==> src/verilog/irPkg.sv <==
`default_nettype none

package irPkg;

	// Receiver phase
	typedef enum logic [1:0] {
		IR_IDLE     = 2'd0, // Waiting for the low leader
		IR_GUIDANCE = 2'd1, // Leader high
		IR_DATAREAD = 2'd2
	} irStateT;

	typedef logic [3:0][7:0] irFrameT; // Byte 2 is the command, byte 3 its inverse
	typedef logic [7:0]      keyCodeT;
	typedef logic [17:0]     irCountT;

	// Pulse thresholds in 50 MHz cycles
	localparam irCountT IR_IDLE_DUR          = 18'd230000; // 4.6 ms of leader low
	localparam irCountT IR_GUIDANCE_DUR      = 18'd210000; // 4.2 ms of leader high
	localparam irCountT IR_DATAREAD_DUR      = 18'd262143; // Longest high before abort
	localparam irCountT IR_DATA_HIGH_DUR     = 18'd41500;  // High past this is a one
	localparam irCountT IR_BIT_AVAILABLE_DUR = 18'd20000;  // Bit pointer step

endpackage

`default_nettype wire

==> src/verilog/gamePkg.sv <==
`default_nettype none

package gamePkg;

	typedef enum logic [1:0] {
		CELL_EMPTY = 2'd0,
		CELL_P1    = 2'd1,
		CELL_P2    = 2'd2
	} cellT;

	// Index 0 is top left, row-major
	typedef cellT [8:0] boardT;

	typedef enum logic [1:0] {
		RES_PLAYING = 2'd0,
		RES_P1_WIN  = 2'd1,
		RES_P2_WIN  = 2'd2,
		RES_DRAW    = 2'd3
	} resultT;

	typedef enum logic [1:0] {
		GS_START  = 2'd0,
		GS_GAMING = 2'd1,
		GS_ENDING = 2'd2
	} gameStateT;

	typedef logic [3:0] moveCountT; // 0 to 9
	typedef logic [6:0] segT;       // Active low, bit 0 is segment a

	localparam boardT BOARD_EMPTY = '{default: CELL_EMPTY};

	// Remote keys
	localparam logic [7:0] KEY_START      = 8'h12;
	localparam logic [7:0] KEY_RESTART    = 8'h00;
	localparam logic [7:0] KEY_CELL_FIRST = 8'h01;
	localparam logic [7:0] KEY_CELL_LAST  = 8'h09;

endpackage

`default_nettype wire

==> src/verilog/irReceiver.sv <==
`timescale 1ns/1ps
`default_nettype none

module irReceiver
	import irPkg::*;
#(
	parameter irCountT idleDur         = IR_IDLE_DUR,
	parameter irCountT guidanceDur     = IR_GUIDANCE_DUR,
	parameter irCountT dataReadDur     = IR_DATAREAD_DUR,
	parameter irCountT dataHighDur     = IR_DATA_HIGH_DUR,
	parameter irCountT bitAvailableDur = IR_BIT_AVAILABLE_DUR
) (
	input  wire     iCLK,
	input  wire     iRST_n,
	input  wire     iIRDA,
	output keyCodeT keyCode,
	output logic    keyValid
);

	irStateT    state;
	irCountT    idleCount;
	irCountT    guidanceCount;
	irCountT    dataCount;
	logic [5:0] bitCount; // 1 to 32 are data bits, 33 is the stop burst
	logic [4:0] bitPos;
	irFrameT    frame;
	logic       frameOk;

	assign bitPos  = 5'(bitCount - 6'd1);
	assign frameOk = (frame[3] == ~frame[2]);

	always_ff @(posedge iCLK or negedge iRST_n) begin
		if (!iRST_n) begin
			state <= IR_IDLE;
		end else begin
			case (state)
				IR_IDLE: begin
					if (idleCount > idleDur)
						state <= IR_GUIDANCE;
				end
				IR_GUIDANCE: begin
					if (guidanceCount > guidanceDur)
						state <= IR_DATAREAD;
				end
				IR_DATAREAD: begin
					// Too long a high means noise or a lost frame
					if (dataCount >= dataReadDur || bitCount == 6'd33)
						state <= IR_IDLE;
				end
				default: state <= IR_IDLE;
			endcase
		end
	end

	// Each counter runs only in its own phase and level
	always_ff @(posedge iCLK or negedge iRST_n) begin
		if (!iRST_n) begin
			idleCount     <= '0;
			guidanceCount <= '0;
			dataCount     <= '0;
		end else begin
			idleCount     <= (state == IR_IDLE && !iIRDA) ? idleCount + 1'b1 : '0;
			guidanceCount <= (state == IR_GUIDANCE && iIRDA) ? guidanceCount + 1'b1 : '0;
			dataCount     <= (state == IR_DATAREAD && iIRDA) ? dataCount + 1'b1 : '0;
		end
	end

	always_ff @(posedge iCLK or negedge iRST_n) begin
		if (!iRST_n)
			bitCount <= '0;
		else if (state != IR_DATAREAD)
			bitCount <= '0;
		else if (dataCount == bitAvailableDur)
			bitCount <= bitCount + 6'd1; // Once per high
	end

	// Bits only get set, so the frame is cleared outside data read
	always_ff @(posedge iCLK) begin
		if (state != IR_DATAREAD)
			frame <= '0;
		else if (dataCount >= dataHighDur && bitCount != '0 && bitCount <= 6'd32)
			frame[bitPos[4:3]][bitPos[2:0]] <= 1'b1; // Long high is a one
	end

	always_ff @(posedge iCLK or negedge iRST_n) begin
		if (!iRST_n) begin
			keyValid <= 1'b0;
			keyCode  <= '0;
		end else begin
			keyValid <= 1'b0;
			// Stop burst seen, report once
			if (state == IR_DATAREAD && bitCount == 6'd33 && frameOk) begin
				keyValid <= 1'b1;
				keyCode  <= frame[2];
			end
		end
	end

	// One report per frame
	assert property (@(posedge iCLK) disable iff (!iRST_n) keyValid |=> !keyValid);

endmodule

`default_nettype wire

==> src/verilog/winCheck.sv <==
`timescale 1ns/1ps
`default_nettype none

module winCheck
	import gamePkg::*;
(
	input  wire boardT board,
	output resultT     result
);

	// Rows, then columns, then both diagonals
	localparam int lineCells [8][3] = '{
		'{0, 1, 2}, '{3, 4, 5}, '{6, 7, 8},
		'{0, 3, 6}, '{1, 4, 7}, '{2, 5, 8},
		'{0, 4, 8}, '{2, 4, 6}
	};

	logic p1Win;
	logic p2Win;
	logic boardFull;

	function automatic logic ownsLine(input boardT b, input int line, input cellT who);
		return b[lineCells[line][0]] == who
			&& b[lineCells[line][1]] == who
			&& b[lineCells[line][2]] == who;
	endfunction

	always_comb begin
		p1Win     = 1'b0;
		p2Win     = 1'b0;
		boardFull = 1'b1;
		for (int i = 0; i < 8; i++) begin
			p1Win |= ownsLine(board, i, CELL_P1);
			p2Win |= ownsLine(board, i, CELL_P2);
		end
		for (int c = 0; c < 9; c++) begin
			if (board[c] == CELL_EMPTY)
				boardFull = 1'b0;
		end
	end

	// Player one wins a tie of lines
	always_comb begin
		if (p1Win)
			result = RES_P1_WIN;
		else if (p2Win)
			result = RES_P2_WIN;
		else if (boardFull)
			result = RES_DRAW;
		else
			result = RES_PLAYING;
	end

endmodule

`default_nettype wire

==> src/verilog/gameControl.sv <==
`timescale 1ns/1ps
`default_nettype none

module gameControl
	import irPkg::*;
	import gamePkg::*;
(
	input  wire           iCLK,
	input  wire           iRST_n,
	input  wire keyCodeT  keyCode,
	input  wire           keyValid,
	input  wire resultT   result,
	output boardT         board,
	output cellT          player,
	output moveCountT     moveCount,
	output gameStateT     gameState
);

	logic       cellKey;
	logic [3:0] cellIdx;

	assign cellKey = keyValid && keyCode >= KEY_CELL_FIRST && keyCode <= KEY_CELL_LAST;
	assign cellIdx = 4'(keyCode - KEY_CELL_FIRST); // Key 01 is cell 0

	always_ff @(posedge iCLK or negedge iRST_n) begin
		if (!iRST_n) begin
			gameState <= GS_START;
			board     <= BOARD_EMPTY;
			player    <= CELL_EMPTY;
			moveCount <= '0;
		end else begin
			case (gameState)
				GS_START: begin
					if (keyValid && keyCode == KEY_START) begin
						board     <= BOARD_EMPTY;
						player    <= CELL_P1; // Player one opens
						moveCount <= '0;
						gameState <= GS_GAMING;
					end
				end
				GS_GAMING: begin
					if (result != RES_PLAYING) begin
						gameState <= GS_ENDING; // Win or full board
						player    <= CELL_EMPTY;
					end else if (cellKey && board[cellIdx] == CELL_EMPTY) begin
						board[cellIdx] <= player;
						player         <= (player == CELL_P1) ? CELL_P2 : CELL_P1;
						moveCount      <= moveCount + 4'd1;
					end
				end
				GS_ENDING: begin
					// Board stays frozen for the result
					if (keyValid && keyCode == KEY_RESTART) begin
						gameState <= GS_START;
						board     <= BOARD_EMPTY;
						moveCount <= '0;
					end
				end
				default: gameState <= GS_START;
			endcase
		end
	end

	// The game must end before a tenth move
	assert property (@(posedge iCLK) disable iff (!iRST_n) moveCount <= 4'd9);

	assert property (@(posedge iCLK) disable iff (!iRST_n)
		gameState == GS_GAMING |-> player != CELL_EMPTY);

endmodule

`default_nettype wire

==> src/verilog/hexDisplay.sv <==
`timescale 1ns/1ps
`default_nettype none

module hexDisplay
	import gamePkg::*;
(
	input  wire            iCLK,
	input  wire            iRST_n,
	input  wire gameStateT gameState,
	input  wire cellT      player,
	input  wire moveCountT moveCount,
	input  wire resultT    result,
	output segT            hex0,
	output segT            hex1,
	output segT            hex2,
	output segT            hex3
);

	// Standard hex font, segments gfedcba inverted
	function automatic segT hexSeg(input logic [3:0] value);
		case (value)
			4'h0: hexSeg = ~7'b0111111;
			4'h1: hexSeg = ~7'b0000110;
			4'h2: hexSeg = ~7'b1011011;
			4'h3: hexSeg = ~7'b1001111;
			4'h4: hexSeg = ~7'b1100110;
			4'h5: hexSeg = ~7'b1101101;
			4'h6: hexSeg = ~7'b1111101;
			4'h7: hexSeg = ~7'b0000111;
			4'h8: hexSeg = ~7'b1111111;
			4'h9: hexSeg = ~7'b1101111;
			4'hA: hexSeg = ~7'b1110111;
			4'hB: hexSeg = ~7'b1111100; // Lower case b
			4'hC: hexSeg = ~7'b1011000;
			4'hD: hexSeg = ~7'b1011110; // Lower case d
			4'hE: hexSeg = ~7'b1111001;
			default: hexSeg = ~7'b1110001; // F
		endcase
	endfunction

	always_ff @(posedge iCLK or negedge iRST_n) begin
		if (!iRST_n) begin
			hex0 <= hexSeg(4'h0);
			hex1 <= hexSeg(4'h0);
			hex2 <= hexSeg(4'h0);
			hex3 <= hexSeg(4'h0);
		end else begin
			hex0 <= hexSeg(moveCount);
			hex1 <= hexSeg({2'b00, result});
			hex2 <= hexSeg({2'b00, player});
			hex3 <= hexSeg({2'b00, gameState});
		end
	end

endmodule

`default_nettype wire

==> src/verilog/ticTacToeTop.sv <==
`timescale 1ns/1ps
`default_nettype none

module ticTacToeTop
	import irPkg::*;
	import gamePkg::*;
#(
	parameter irCountT idleDur         = IR_IDLE_DUR,
	parameter irCountT guidanceDur     = IR_GUIDANCE_DUR,
	parameter irCountT dataReadDur     = IR_DATAREAD_DUR,
	parameter irCountT dataHighDur     = IR_DATA_HIGH_DUR,
	parameter irCountT bitAvailableDur = IR_BIT_AVAILABLE_DUR
) (
	input  wire       iCLK,
	input  wire       iRST_n,
	input  wire       iIRDA,
	output boardT     board,
	output resultT    result,
	output gameStateT gameState,
	output cellT      player,
	output keyCodeT   keyCode,  // Exported for observing the receiver
	output logic      keyValid,
	output segT       hex0,
	output segT       hex1,
	output segT       hex2,
	output segT       hex3
);

	moveCountT moveCount;

	irReceiver #(
		.idleDur(idleDur),
		.guidanceDur(guidanceDur),
		.dataReadDur(dataReadDur),
		.dataHighDur(dataHighDur),
		.bitAvailableDur(bitAvailableDur)
	) irReceiver_inst (
		.iCLK(iCLK),
		.iRST_n(iRST_n),
		.iIRDA(iIRDA),
		.keyCode(keyCode),
		.keyValid(keyValid)
	);

	gameControl gameControl_inst (
		.iCLK(iCLK),
		.iRST_n(iRST_n),
		.keyCode(keyCode),
		.keyValid(keyValid),
		.result(result),
		.board(board),
		.player(player),
		.moveCount(moveCount),
		.gameState(gameState)
	);

	winCheck winCheck_inst (
		.board(board),
		.result(result)
	);

	hexDisplay hexDisplay_inst (
		.iCLK(iCLK),
		.iRST_n(iRST_n),
		.gameState(gameState),
		.player(player),
		.moveCount(moveCount),
		.result(result),
		.hex0(hex0),
		.hex1(hex1),
		.hex2(hex2),
		.hex3(hex3)
	);

endmodule

`default_nettype wire

==> config.mk <==
export PLATFORM = sky130hd
export DESIGN_NAME = ticTacToeTop
export DESIGN_NICKNAME = d
export VERILOG_FILES = /design/src/verilog/irPkg.sv /design/src/verilog/gamePkg.sv /design/src/verilog/irReceiver.sv /design/src/verilog/winCheck.sv /design/src/verilog/gameControl.sv /design/src/verilog/hexDisplay.sv /design/src/verilog/ticTacToeTop.sv
export SDC_FILE = /design/constraint.sdc
export NUM_CORES = 1
export LEC_CHECK = 0
export ABC_AREA = 1
export BUFFER_PORTS_ARGS = -buffer_cell sky130_fd_sc_hd__buf_2
export CAP_MARGIN = 20
export CORE_MARGIN = 2
export CORE_UTILIZATION = 35
export CTS_CLUSTER_DIAMETER = 40
export DETAILED_ROUTE_END_ITERATION = 6
export PLACE_DENSITY_LB_ADDON = 0.2
export SLEW_MARGIN = 20
export SYNTH_ARGS = -nofsm -noshare
export SYNTH_HDL_FRONTEND = slang
export SYNTH_HIERARCHICAL = 1
export SYNTH_SLANG_ARGS = --single-unit
export TNS_END_PERCENT = 50
==> constraint.sdc <==
create_clock -name iCLK -period 2.1 [get_ports iCLK]
set_input_delay 0.21 -clock iCLK [delete_from_list [all_inputs] [get_ports iCLK]]
set_output_delay 0.21 -clock iCLK [all_outputs]
set_load 0.01 [all_outputs]
* Yosys cells after proc, flatten, opt, wreduce, memory -nomap -nowiden
Memory sizes are Yosys's and may differ from the RTL's. A register that Yosys moved wholly into a read port is not among the register bits.
Index checks and enable logic that the tools add are counted.
** Storage, ports and cells
- Bits in registers :: 150
- Memory bits (read-only) :: 112
- Input port bits :: 3
- Output and inout port bits :: 61
- Logic and storage cells :: 232
- Memories kept :: 1
** Memory list
- (name not given) :: words 16, bits a word 7, rd ports 1, clocked after Yosys merged registers in 1, wr ports 0, line hexDisplay.sv:21 : case (value)
** Operators by class
- $add $sub $neg :: 7
- Order comparisons :: 13
- Eq/ne operators :: 43
- Mux-type cells :: 52
- Bitwise gates (word level) :: 16
- Reductions and logical operators :: 74
** Operator list (count)
- 2-to-1 mux 18 bit :: 7
- one-hot mux 7 bit (4 select lines) :: 3
- adder 18 x 1 -> 18 bit, second input constant :: 3
- one-hot mux 18 bit (3 select lines) :: 1
- logical AND 1 bit :: 47
- > comparator 18 bit, second input constant :: 2
- == test 2 bit, second input constant :: 16
- bitwise OR 32 bit :: 1
- zero test 2 bit :: 14
- 2-to-1 mux 2 bit :: 14
- == test 2 x 1 -> 1 bit, second input constant :: 13
- bitwise mux 18 bit :: 1
- == test 18 x 15 -> 1 bit, second input constant :: 1
- greater-or-equal comparator 18 x 16 -> 1 bit, second input constant :: 1
- greater-or-equal comparator 18 bit, second input constant :: 1
- demux 8 bit (select 2 bit) :: 1
- 2-to-1 mux 4 bit :: 4
- inequality test 2 x 1 -> 1 bit, second input constant :: 7
- bitwise OR 1 bit :: 14
- 2-to-1 mux 6 bit :: 2
- one-hot mux 2 bit (3 select lines) :: 2
- one-hot mux 4 bit (3 select lines) :: 1
- 2-to-1 mux 1 bit :: 11
- AND reduction 3 bit :: 3
- 31 further kinds :: 35

* Logic depth before layout (Yosys ltp)
- Word-level depth :: 16
- Gate-level depth with buffers :: 19
- Gate-level depth less buffers :: 18

* Cells and area by module
Netlist, hierarchy kept.
** By module, submodules not included
- irReceiver :: instances 1, cells an instance 641, area an instance 4783.3 um2, sequential area each 2097.0 um2
- gameControl :: instances 1, cells an instance 286, area an instance 1864.3 um2, sequential area each 650.6 um2
- hexDisplay :: instances 1, cells an instance 94, area an instance 938.4 um2, sequential area each 555.5 um2
- winCheck :: instances 1, cells an instance 80, area an instance 325.3 um2, sequential area each 0.0 um2

* Least setup slack after synthesis
Ideal clock, no wire load.
- Path kind :: register to register
- Start point :: reg gameControl_inst/board[13] (netlist bit)
- End point :: reg gameControl_inst/board[8] (netlist bit)
- Library setup time :: 0.117 ns
- Arrival time :: 1.941 ns
- Data required time :: 1.983 ns
- Path slack :: 0.042 ns
- Stages on the path, launching flop included :: 19
- Buffers on the path :: 1
- Clock period less this slack :: 2.058 ns
- Path through :: dfrtp_1 -> inv_1 -> nor2_1 -> nand2_1 -> nand2_1 -> nand2_1 -> nand2_1 -> nor2_1 -> nand3_1 -> nand2_1 -> nor2_1 -> inv_1 -> nand2_1 -> nand2_1 -> nor2_4 -> buf_6 -> nand3_1 -> nand2_1 -> nand2_1
** Between the ends
- Longest elaborated chain between the ends :: 14
- Elaborated cells between the ends (all ways) :: 37
- Classes of those cells :: eq/ne: 4; mux: 8; bitwise: 12; reduce/logical: 13
** RTL lines
- from (decl) :: line gameControl.sv:13 : output boardT board,
- from (signal, indexed assignment) :: line gameControl.sv:46 : board[cellIdx] <= player;
- == test 2 bit :: line winCheck.sv:23, winCheck.sv:25
- logical AND 1 bit :: line winCheck.sv:24 : && b[lineCells[line][1]] == who
- logical AND 1 bit :: line winCheck.sv:25 : && b[lineCells[line][2]] == who;
- bitwise OR 1 bit (6 in series) :: line winCheck.sv:34 : p2Win |= ownsLine(board, i, CELL_P2);
- 2-to-1 mux 2 bit :: line winCheck.sv:46 : else if (p2Win)
- 2-to-1 mux 2 bit (*) :: line winCheck.sv:44 : if (p1Win)
- named net result[0] :: line ticTacToeTop.sv:18 : output resultT result,
- nonzero test 2 bit (*) :: line gameControl.sv:42 : if (result != RES_PLAYING) begin
- inequality test 2 bit (no source line) (*)
- AND reduction 5 bit (no source line) (*)
The timed path passes the listed nets; every way through them passes the cells marked *. The select of a mux whose other input is x is not followed.
A chain may end at the register's enable or synchronous reset.

* Final worst setup path
- Start point :: reg gameControl_inst/board[9] (netlist bit)
- End point :: reg gameControl_inst.moveCount[2]
** Between the ends
- Longest elaborated chain between the ends :: 15
- Elaborated cells between the ends (all ways) :: 49
- Classes of those cells :: eq/ne: 4; mux: 10; bitwise: 14; reduce/logical: 21
** RTL lines
- == test 2 bit :: line winCheck.sv:24
- logical AND 1 bit :: line winCheck.sv:24
- logical AND 1 bit :: line winCheck.sv:25
- bitwise OR 1 bit (7 in series) :: line winCheck.sv:34
- 2-to-1 mux 2 bit :: line winCheck.sv:46
- 2-to-1 mux 2 bit :: line winCheck.sv:44
- nonzero test 2 bit :: line gameControl.sv:42
- inequality test 2 bit (no source line)
- AND reduction 5 bit (no source line) (*)
- to (signal assigned) :: line gameControl.sv:48 : moveCount <= moveCount + 4'd1;
- to (decl) :: line gameControl.sv:15 : output moveCountT moveCount,
Every way passes the cells marked *; elsewhere a longest branch is shown, timed or not. The select of a mux whose other input is x is not followed.

==> results summary <==
The flow ran to the end, but the final reports show violations. The final reports fail on negative setup slack. The min-delay analysis places its worst path in the category in2reg.

Signal routing reaches up to met4. The clock root buffer is sky130_fd_sc_hd__clkbuf_16. Measured on the finished design, the core utilization comes to 43.3%.

The cell type group with the largest total delay on the critical path is simple AND/OR/NAND/NOR gates. The mean area per synthesized cell came out at 7.19 um^2. The pre-CTS setup slack is -97.9 ps.

The number of distinct library cells after synthesis is between 40 and 50. The post-route cell area came out at 0.00970 mm^2. After detailed routing, the number of remaining DRC violations is 0. In the synthesized netlist, the cells that appear most often are sky130_fd_sc_hd__nand2_1 (270), sky130_fd_sc_hd__nor2_1 (194), sky130_fd_sc_hd__inv_1 (131). The average via count per standard cell is 4.72. The worst-case setup margin in the final layout is -20.9 ps.

Across every metal layer, demand over resource in global routing totals between 10% and 20%. The iteration count of the initial detailed-routing pass is 5. The largest net degree at the start of global routing came out at 42. The final count of pins violating max slew is 0.

The critical path goes through buf_6 -> nor2_4 -> nand2_1 -> o21ai_1 -> nand3_1 -> nand2_1 -> nor2_2 -> nand2_1 -> inv_2 -> nor2_4 -> inv_2 -> nand2_2 -> nand2_2 -> nor2_4 -> buf_12 -> nand2_8 -> nand2_1 -> o21ai_0. The count of buffers from port buffering is 60. The final critical path takes up 101% of the cycle.

The placed wire-length estimate came out at around 14000 um. On the worst path, the slowest cell contributes a delay of approximately 410 ps. Dividing the detail-routed wire length by the instance count gives 12.4 um. The synthesis-stage register bit count came out at about 140. Yosys mapped a number of flops with a built-in enable equal to 0.

Data on the critical path arrives at its endpoint at 2420 ps. After synthesis the cells add up to 0.00791 mm^2. Final hold analysis gives a worst-case slack of 144 ps. Clock tree synthesis inserted a total of 17 buffers. Setup repair after global routing could not meet its margin everywhere. In the synthesized netlist, the number of instances is 1101. The number of top-level pins came out at 64.

TritonCTS built the clock tree. Once placement finished, the instance area stood at around 0.0088 mm^2. From left edge to right edge, the die measures 154 um. Cells with a size suffix above 1 make up 19.7% of the layout.

The minimum period implied by the final worst setup slack came out at 2120 ps. The worst-case headroom to the max-slew limit is 60.0%. The peak ir drop on the vdd network is just under 0.5 mV. For this run the aggregate overflow at the end of global routing stands at 0.

By area the synthesized netlist is led by sky130_fd_sc_hd__dfrtp_1 (36%), sky130_fd_sc_hd__nand2_1 (13%), sky130_fd_sc_hd__nor2_1 (9.2%), sky130_fd_sc_hd__inv_1 (6.2%), sky130_fd_sc_hd__nand3_1 (5.4%). The maximum buffer depth of the clock tree is 2. The met1 routed wirelength after detailed routing came out at between 9000 and 10000 um. The final layout net count is 1232.

The total via count in the routed design came out at 7110. The die covers 0.0238 mm^2. Counting cells, the worst reg-to-reg path comes to 18. The via count of the first global-routing pass is roughly 6600.

The worst setup path is launched from a flop. 0 antenna diodes ended up in the layout. The routability congestion estimate came out at 0.833. The critical path in this run is classified as reg2reg. The initial antenna violation count is 0. The final-report hold violation count came to 0. The clock tree synthesis step divided the H-tree into 4 levels. The cell type with the highest aggregate area in the netlist is sky130_fd_sc_hd__dfrtp_1. The clock reaches the later pin of the worst-skew pair after 420 ps.

The static power due to leakage is 4.46 nW. In this run the standard cell core region covers between 0.02 and 0.025 mm^2. Summed over all nets, wire length on met2 after detailed routing comes to approximately 8600 um.

The most used cell along the critical path is sky130_fd_sc_hd__nand2_1. The sum of internal, switching and leakage power came out at 5.83 mW. Among all flip-flop cells after synthesis, the most frequent one is sky130_fd_sc_hd__dfrtp_1. The initial standard-cell utilization of the core came out at 35.3%.

The length of routed met3 wiring is 570 um. The async set or reset register ratio after synthesis is 88.1%. Derived from the worst setup path, the maximum achievable clock frequency is 0.472 GHz. The clock slew at the register clock pins of the worst setup and hold paths is about 60 ps.

The proportion of netlist area held by the largest area contributor came out at between 30% and 40%. The global-route wire length before repair is 31300 um. The standard-cell row count is between 50 and 60. The number of sinks driven by the clock tree is 135.

The number of violations reported at the end of detailed-routing iteration 0 came out at between 400 and 500. The post-synthesis to final-layout area growth came out at 22.6%. The cell depth of the worst hold path came out at 4.

The aggregate routed wire length is 18600 um. The fraction of the yosys area taken by sequential cells came out at 41.8%. The final setup violation count is 6.

The data required time at the worst endpoint came out at 2390 ps. In this run the worst path has a maximum fanout of 8. Once detail routing completed, the nets flagged for antenna violations numbered 0. The buffers plus inverters on the worst setup path is 4. The total power density per cell area came out at 601 mW/mm^2. Yosys printed 6 warnings. The most common cell in the netlist is sky130_fd_sc_hd__nand2_1.

The transition time of the tightest slew-check pin is 599 ps. STA classifies the critical path endpoint as a flop. The critical path runs through a total of 18 cells. The largest individual stage delay along the critical path comes from the cell sky130_fd_sc_hd__dfrtp_1. The die outline height came out at 154 um.

The post-route clock skew came out at slightly above 10 ps. Across the run, the number of max-cap violations was 0.
per-layer routing:
layer  vias up  global-route usage [%]
met5         -                       0
met4         0                    4.06
met3        13                    3.03
met2        98                    26.3
met1      3295                    21.8
li1       3704                       -
through the flow:
| stage | std cells | setup TNS, ps |
|---|---|---|
| final | 1506 | -42.2 |
| after global routing | 1506 | -2730 |
| after floorplan | 1103 | 0 |
| after CTS | 1505 | -216 |
| after global placement | 1465 | -1390 |
| after detailed placement | 1465 | -1260 |
flip-flops by register name, indices dropped and copies added, names as in the netlist, 4 cells and up:
register                       flops
irReceiver_inst/dataCount         18
gameControl_inst/board            18
irReceiver_inst/guidanceCount     18
irReceiver_inst/idleCount         18
hexDisplay_inst/hex0               7
hexDisplay_inst/hex1               5
irReceiver_inst/frame             16
hexDisplay_inst/hex2               5
gameControl_inst/moveCount         4
irReceiver_inst/bitCount           6
hexDisplay_inst/hex3               5
irReceiver_inst/keyCode            8
power by group:
group          internal (mW)  switching, mW  leakage, nW
clock                   1.99           1.16        0.290
sequential              2.60        0.00427         1.77
combinational         0.0189         0.0658         2.40
total                   4.61           1.23         4.46
worst reg2reg max path: stages, from the launching register on:
cell and delay (ps):
sky130_fd_sc_hd__dfrtp_1 410, sky130_fd_sc_hd__buf_6 130, sky130_fd_sc_hd__nor2_4 110, sky130_fd_sc_hd__nand2_1 60, sky130_fd_sc_hd__o21ai_1 70, sky130_fd_sc_hd__nand3_1 90
sky130_fd_sc_hd__nand2_1 80, sky130_fd_sc_hd__nor2_2 50, sky130_fd_sc_hd__nand2_1 80, sky130_fd_sc_hd__inv_2 50, sky130_fd_sc_hd__nor2_4 120, sky130_fd_sc_hd__inv_2 60
sky130_fd_sc_hd__nand2_2 50, sky130_fd_sc_hd__nand2_2 70, sky130_fd_sc_hd__nor2_4 170, sky130_fd_sc_hd__buf_12 190, sky130_fd_sc_hd__nand2_8 80, sky130_fd_sc_hd__nand2_1 70
sky130_fd_sc_hd__o21ai_0 70
logic make-up (layout without fill, tap and decap cells):
group | Yosys count | after routing | synth area share, %
DFF | 135 | 135 | 41.8
AOI/OAI and AO/OA | 98 | 98 | 7.05
and+or+nand+nor | 654 | 654 | 36.0
adders and majority gates | 21 | 21 | 3.32
buffers and inverters | 170 | 288 | 9.19
other | 1 | 3 | 0.0474
xor gates and xnor gates | 22 | 22 | 2.63
area by class of cell:
| cell class | instances | area, um^2 |
|---|---|---|
| Timing Repair Buffer | 116 | 790 |
| Fill cell | 2328 | 12700 |
| Tap cell | 285 | 357 |
| Multi-Input combinational cell | 798 | 4110 |
| Sequential cell | 135 | 3310 |
| Inverter | 140 | 531 |
| Clock inverter | 12 | 179 |
| Clock buffer | 20 | 437 |
cell usage in the layout (no fill, tap or decap), types with 4 or more instances in the layout:
| cell type | synthesis | final |
|---|---|---|
| sky130_fd_sc_hd__a21oi_1 | 41 | 40 |
| sky130_fd_sc_hd__buf_12 | 0 | 4 |
| sky130_fd_sc_hd__buf_2 | 3 | 58 |
| sky130_fd_sc_hd__buf_4 | 9 | 50 |
| sky130_fd_sc_hd__bufinv_16 | 0 | 4 |
| sky130_fd_sc_hd__clkbuf_16 | 0 | 17 |
| sky130_fd_sc_hd__dfrtp_1 | 115 | 113 |
| sky130_fd_sc_hd__dfstp_2 | 4 | 4 |
| sky130_fd_sc_hd__dfxtp_1 | 16 | 16 |
| sky130_fd_sc_hd__ha_1 | 21 | 21 |
| sky130_fd_sc_hd__inv_1 | 131 | 126 |
| sky130_fd_sc_hd__inv_2 | 8 | 13 |
| sky130_fd_sc_hd__nand2_1 | 270 | 256 |
| sky130_fd_sc_hd__nand2_2 | 6 | 19 |
| sky130_fd_sc_hd__nand3_1 | 85 | 76 |
| sky130_fd_sc_hd__nand3_2 | 5 | 7 |
| sky130_fd_sc_hd__nand3_4 | 0 | 7 |
| sky130_fd_sc_hd__nand4_1 | 35 | 35 |
| sky130_fd_sc_hd__nor2_1 | 194 | 183 |
| sky130_fd_sc_hd__nor2_2 | 7 | 13 |
| sky130_fd_sc_hd__nor2_4 | 4 | 9 |
| sky130_fd_sc_hd__nor3_1 | 30 | 29 |
| sky130_fd_sc_hd__o21ai_0 | 34 | 26 |
| sky130_fd_sc_hd__o21ai_1 | 3 | 11 |
| sky130_fd_sc_hd__o21ai_2 | 10 | 10 |
| sky130_fd_sc_hd__xnor2_1 | 6 | 6 |
| sky130_fd_sc_hd__xor2_1 | 14 | 14 |
worst paths after layout:
path	from	to	slack, ps
min in group asynchronous	iRST_n	hexDisplay_inst/hex0[5]	350
worst min-delay path	iIRDA	irReceiver_inst/idleCount[13]	140
max in group asynchronous	iRST_n	hexDisplay_inst/hex0[6]	1080
worst max register to register	gameControl_inst/board[9]	gameControl_inst/moveCount[2]	-20
worst min register to register	irReceiver_inst/frame[30]	irReceiver_inst/frame[30]	460
worst max-delay path	gameControl_inst/board[9]	gameControl_inst/moveCount[2]	-20
timing repair:
action	4_1_cts	5_1_grt
hold buffers	1	0
resized for setup	18	53
buffers inserted	5	3
endpoints found under the setup margin	23	26
hold endpoints to repair	38	0
cloned	2	0
pin swaps	10	22
Note: power is estimated with default switching activity, not from simulation.
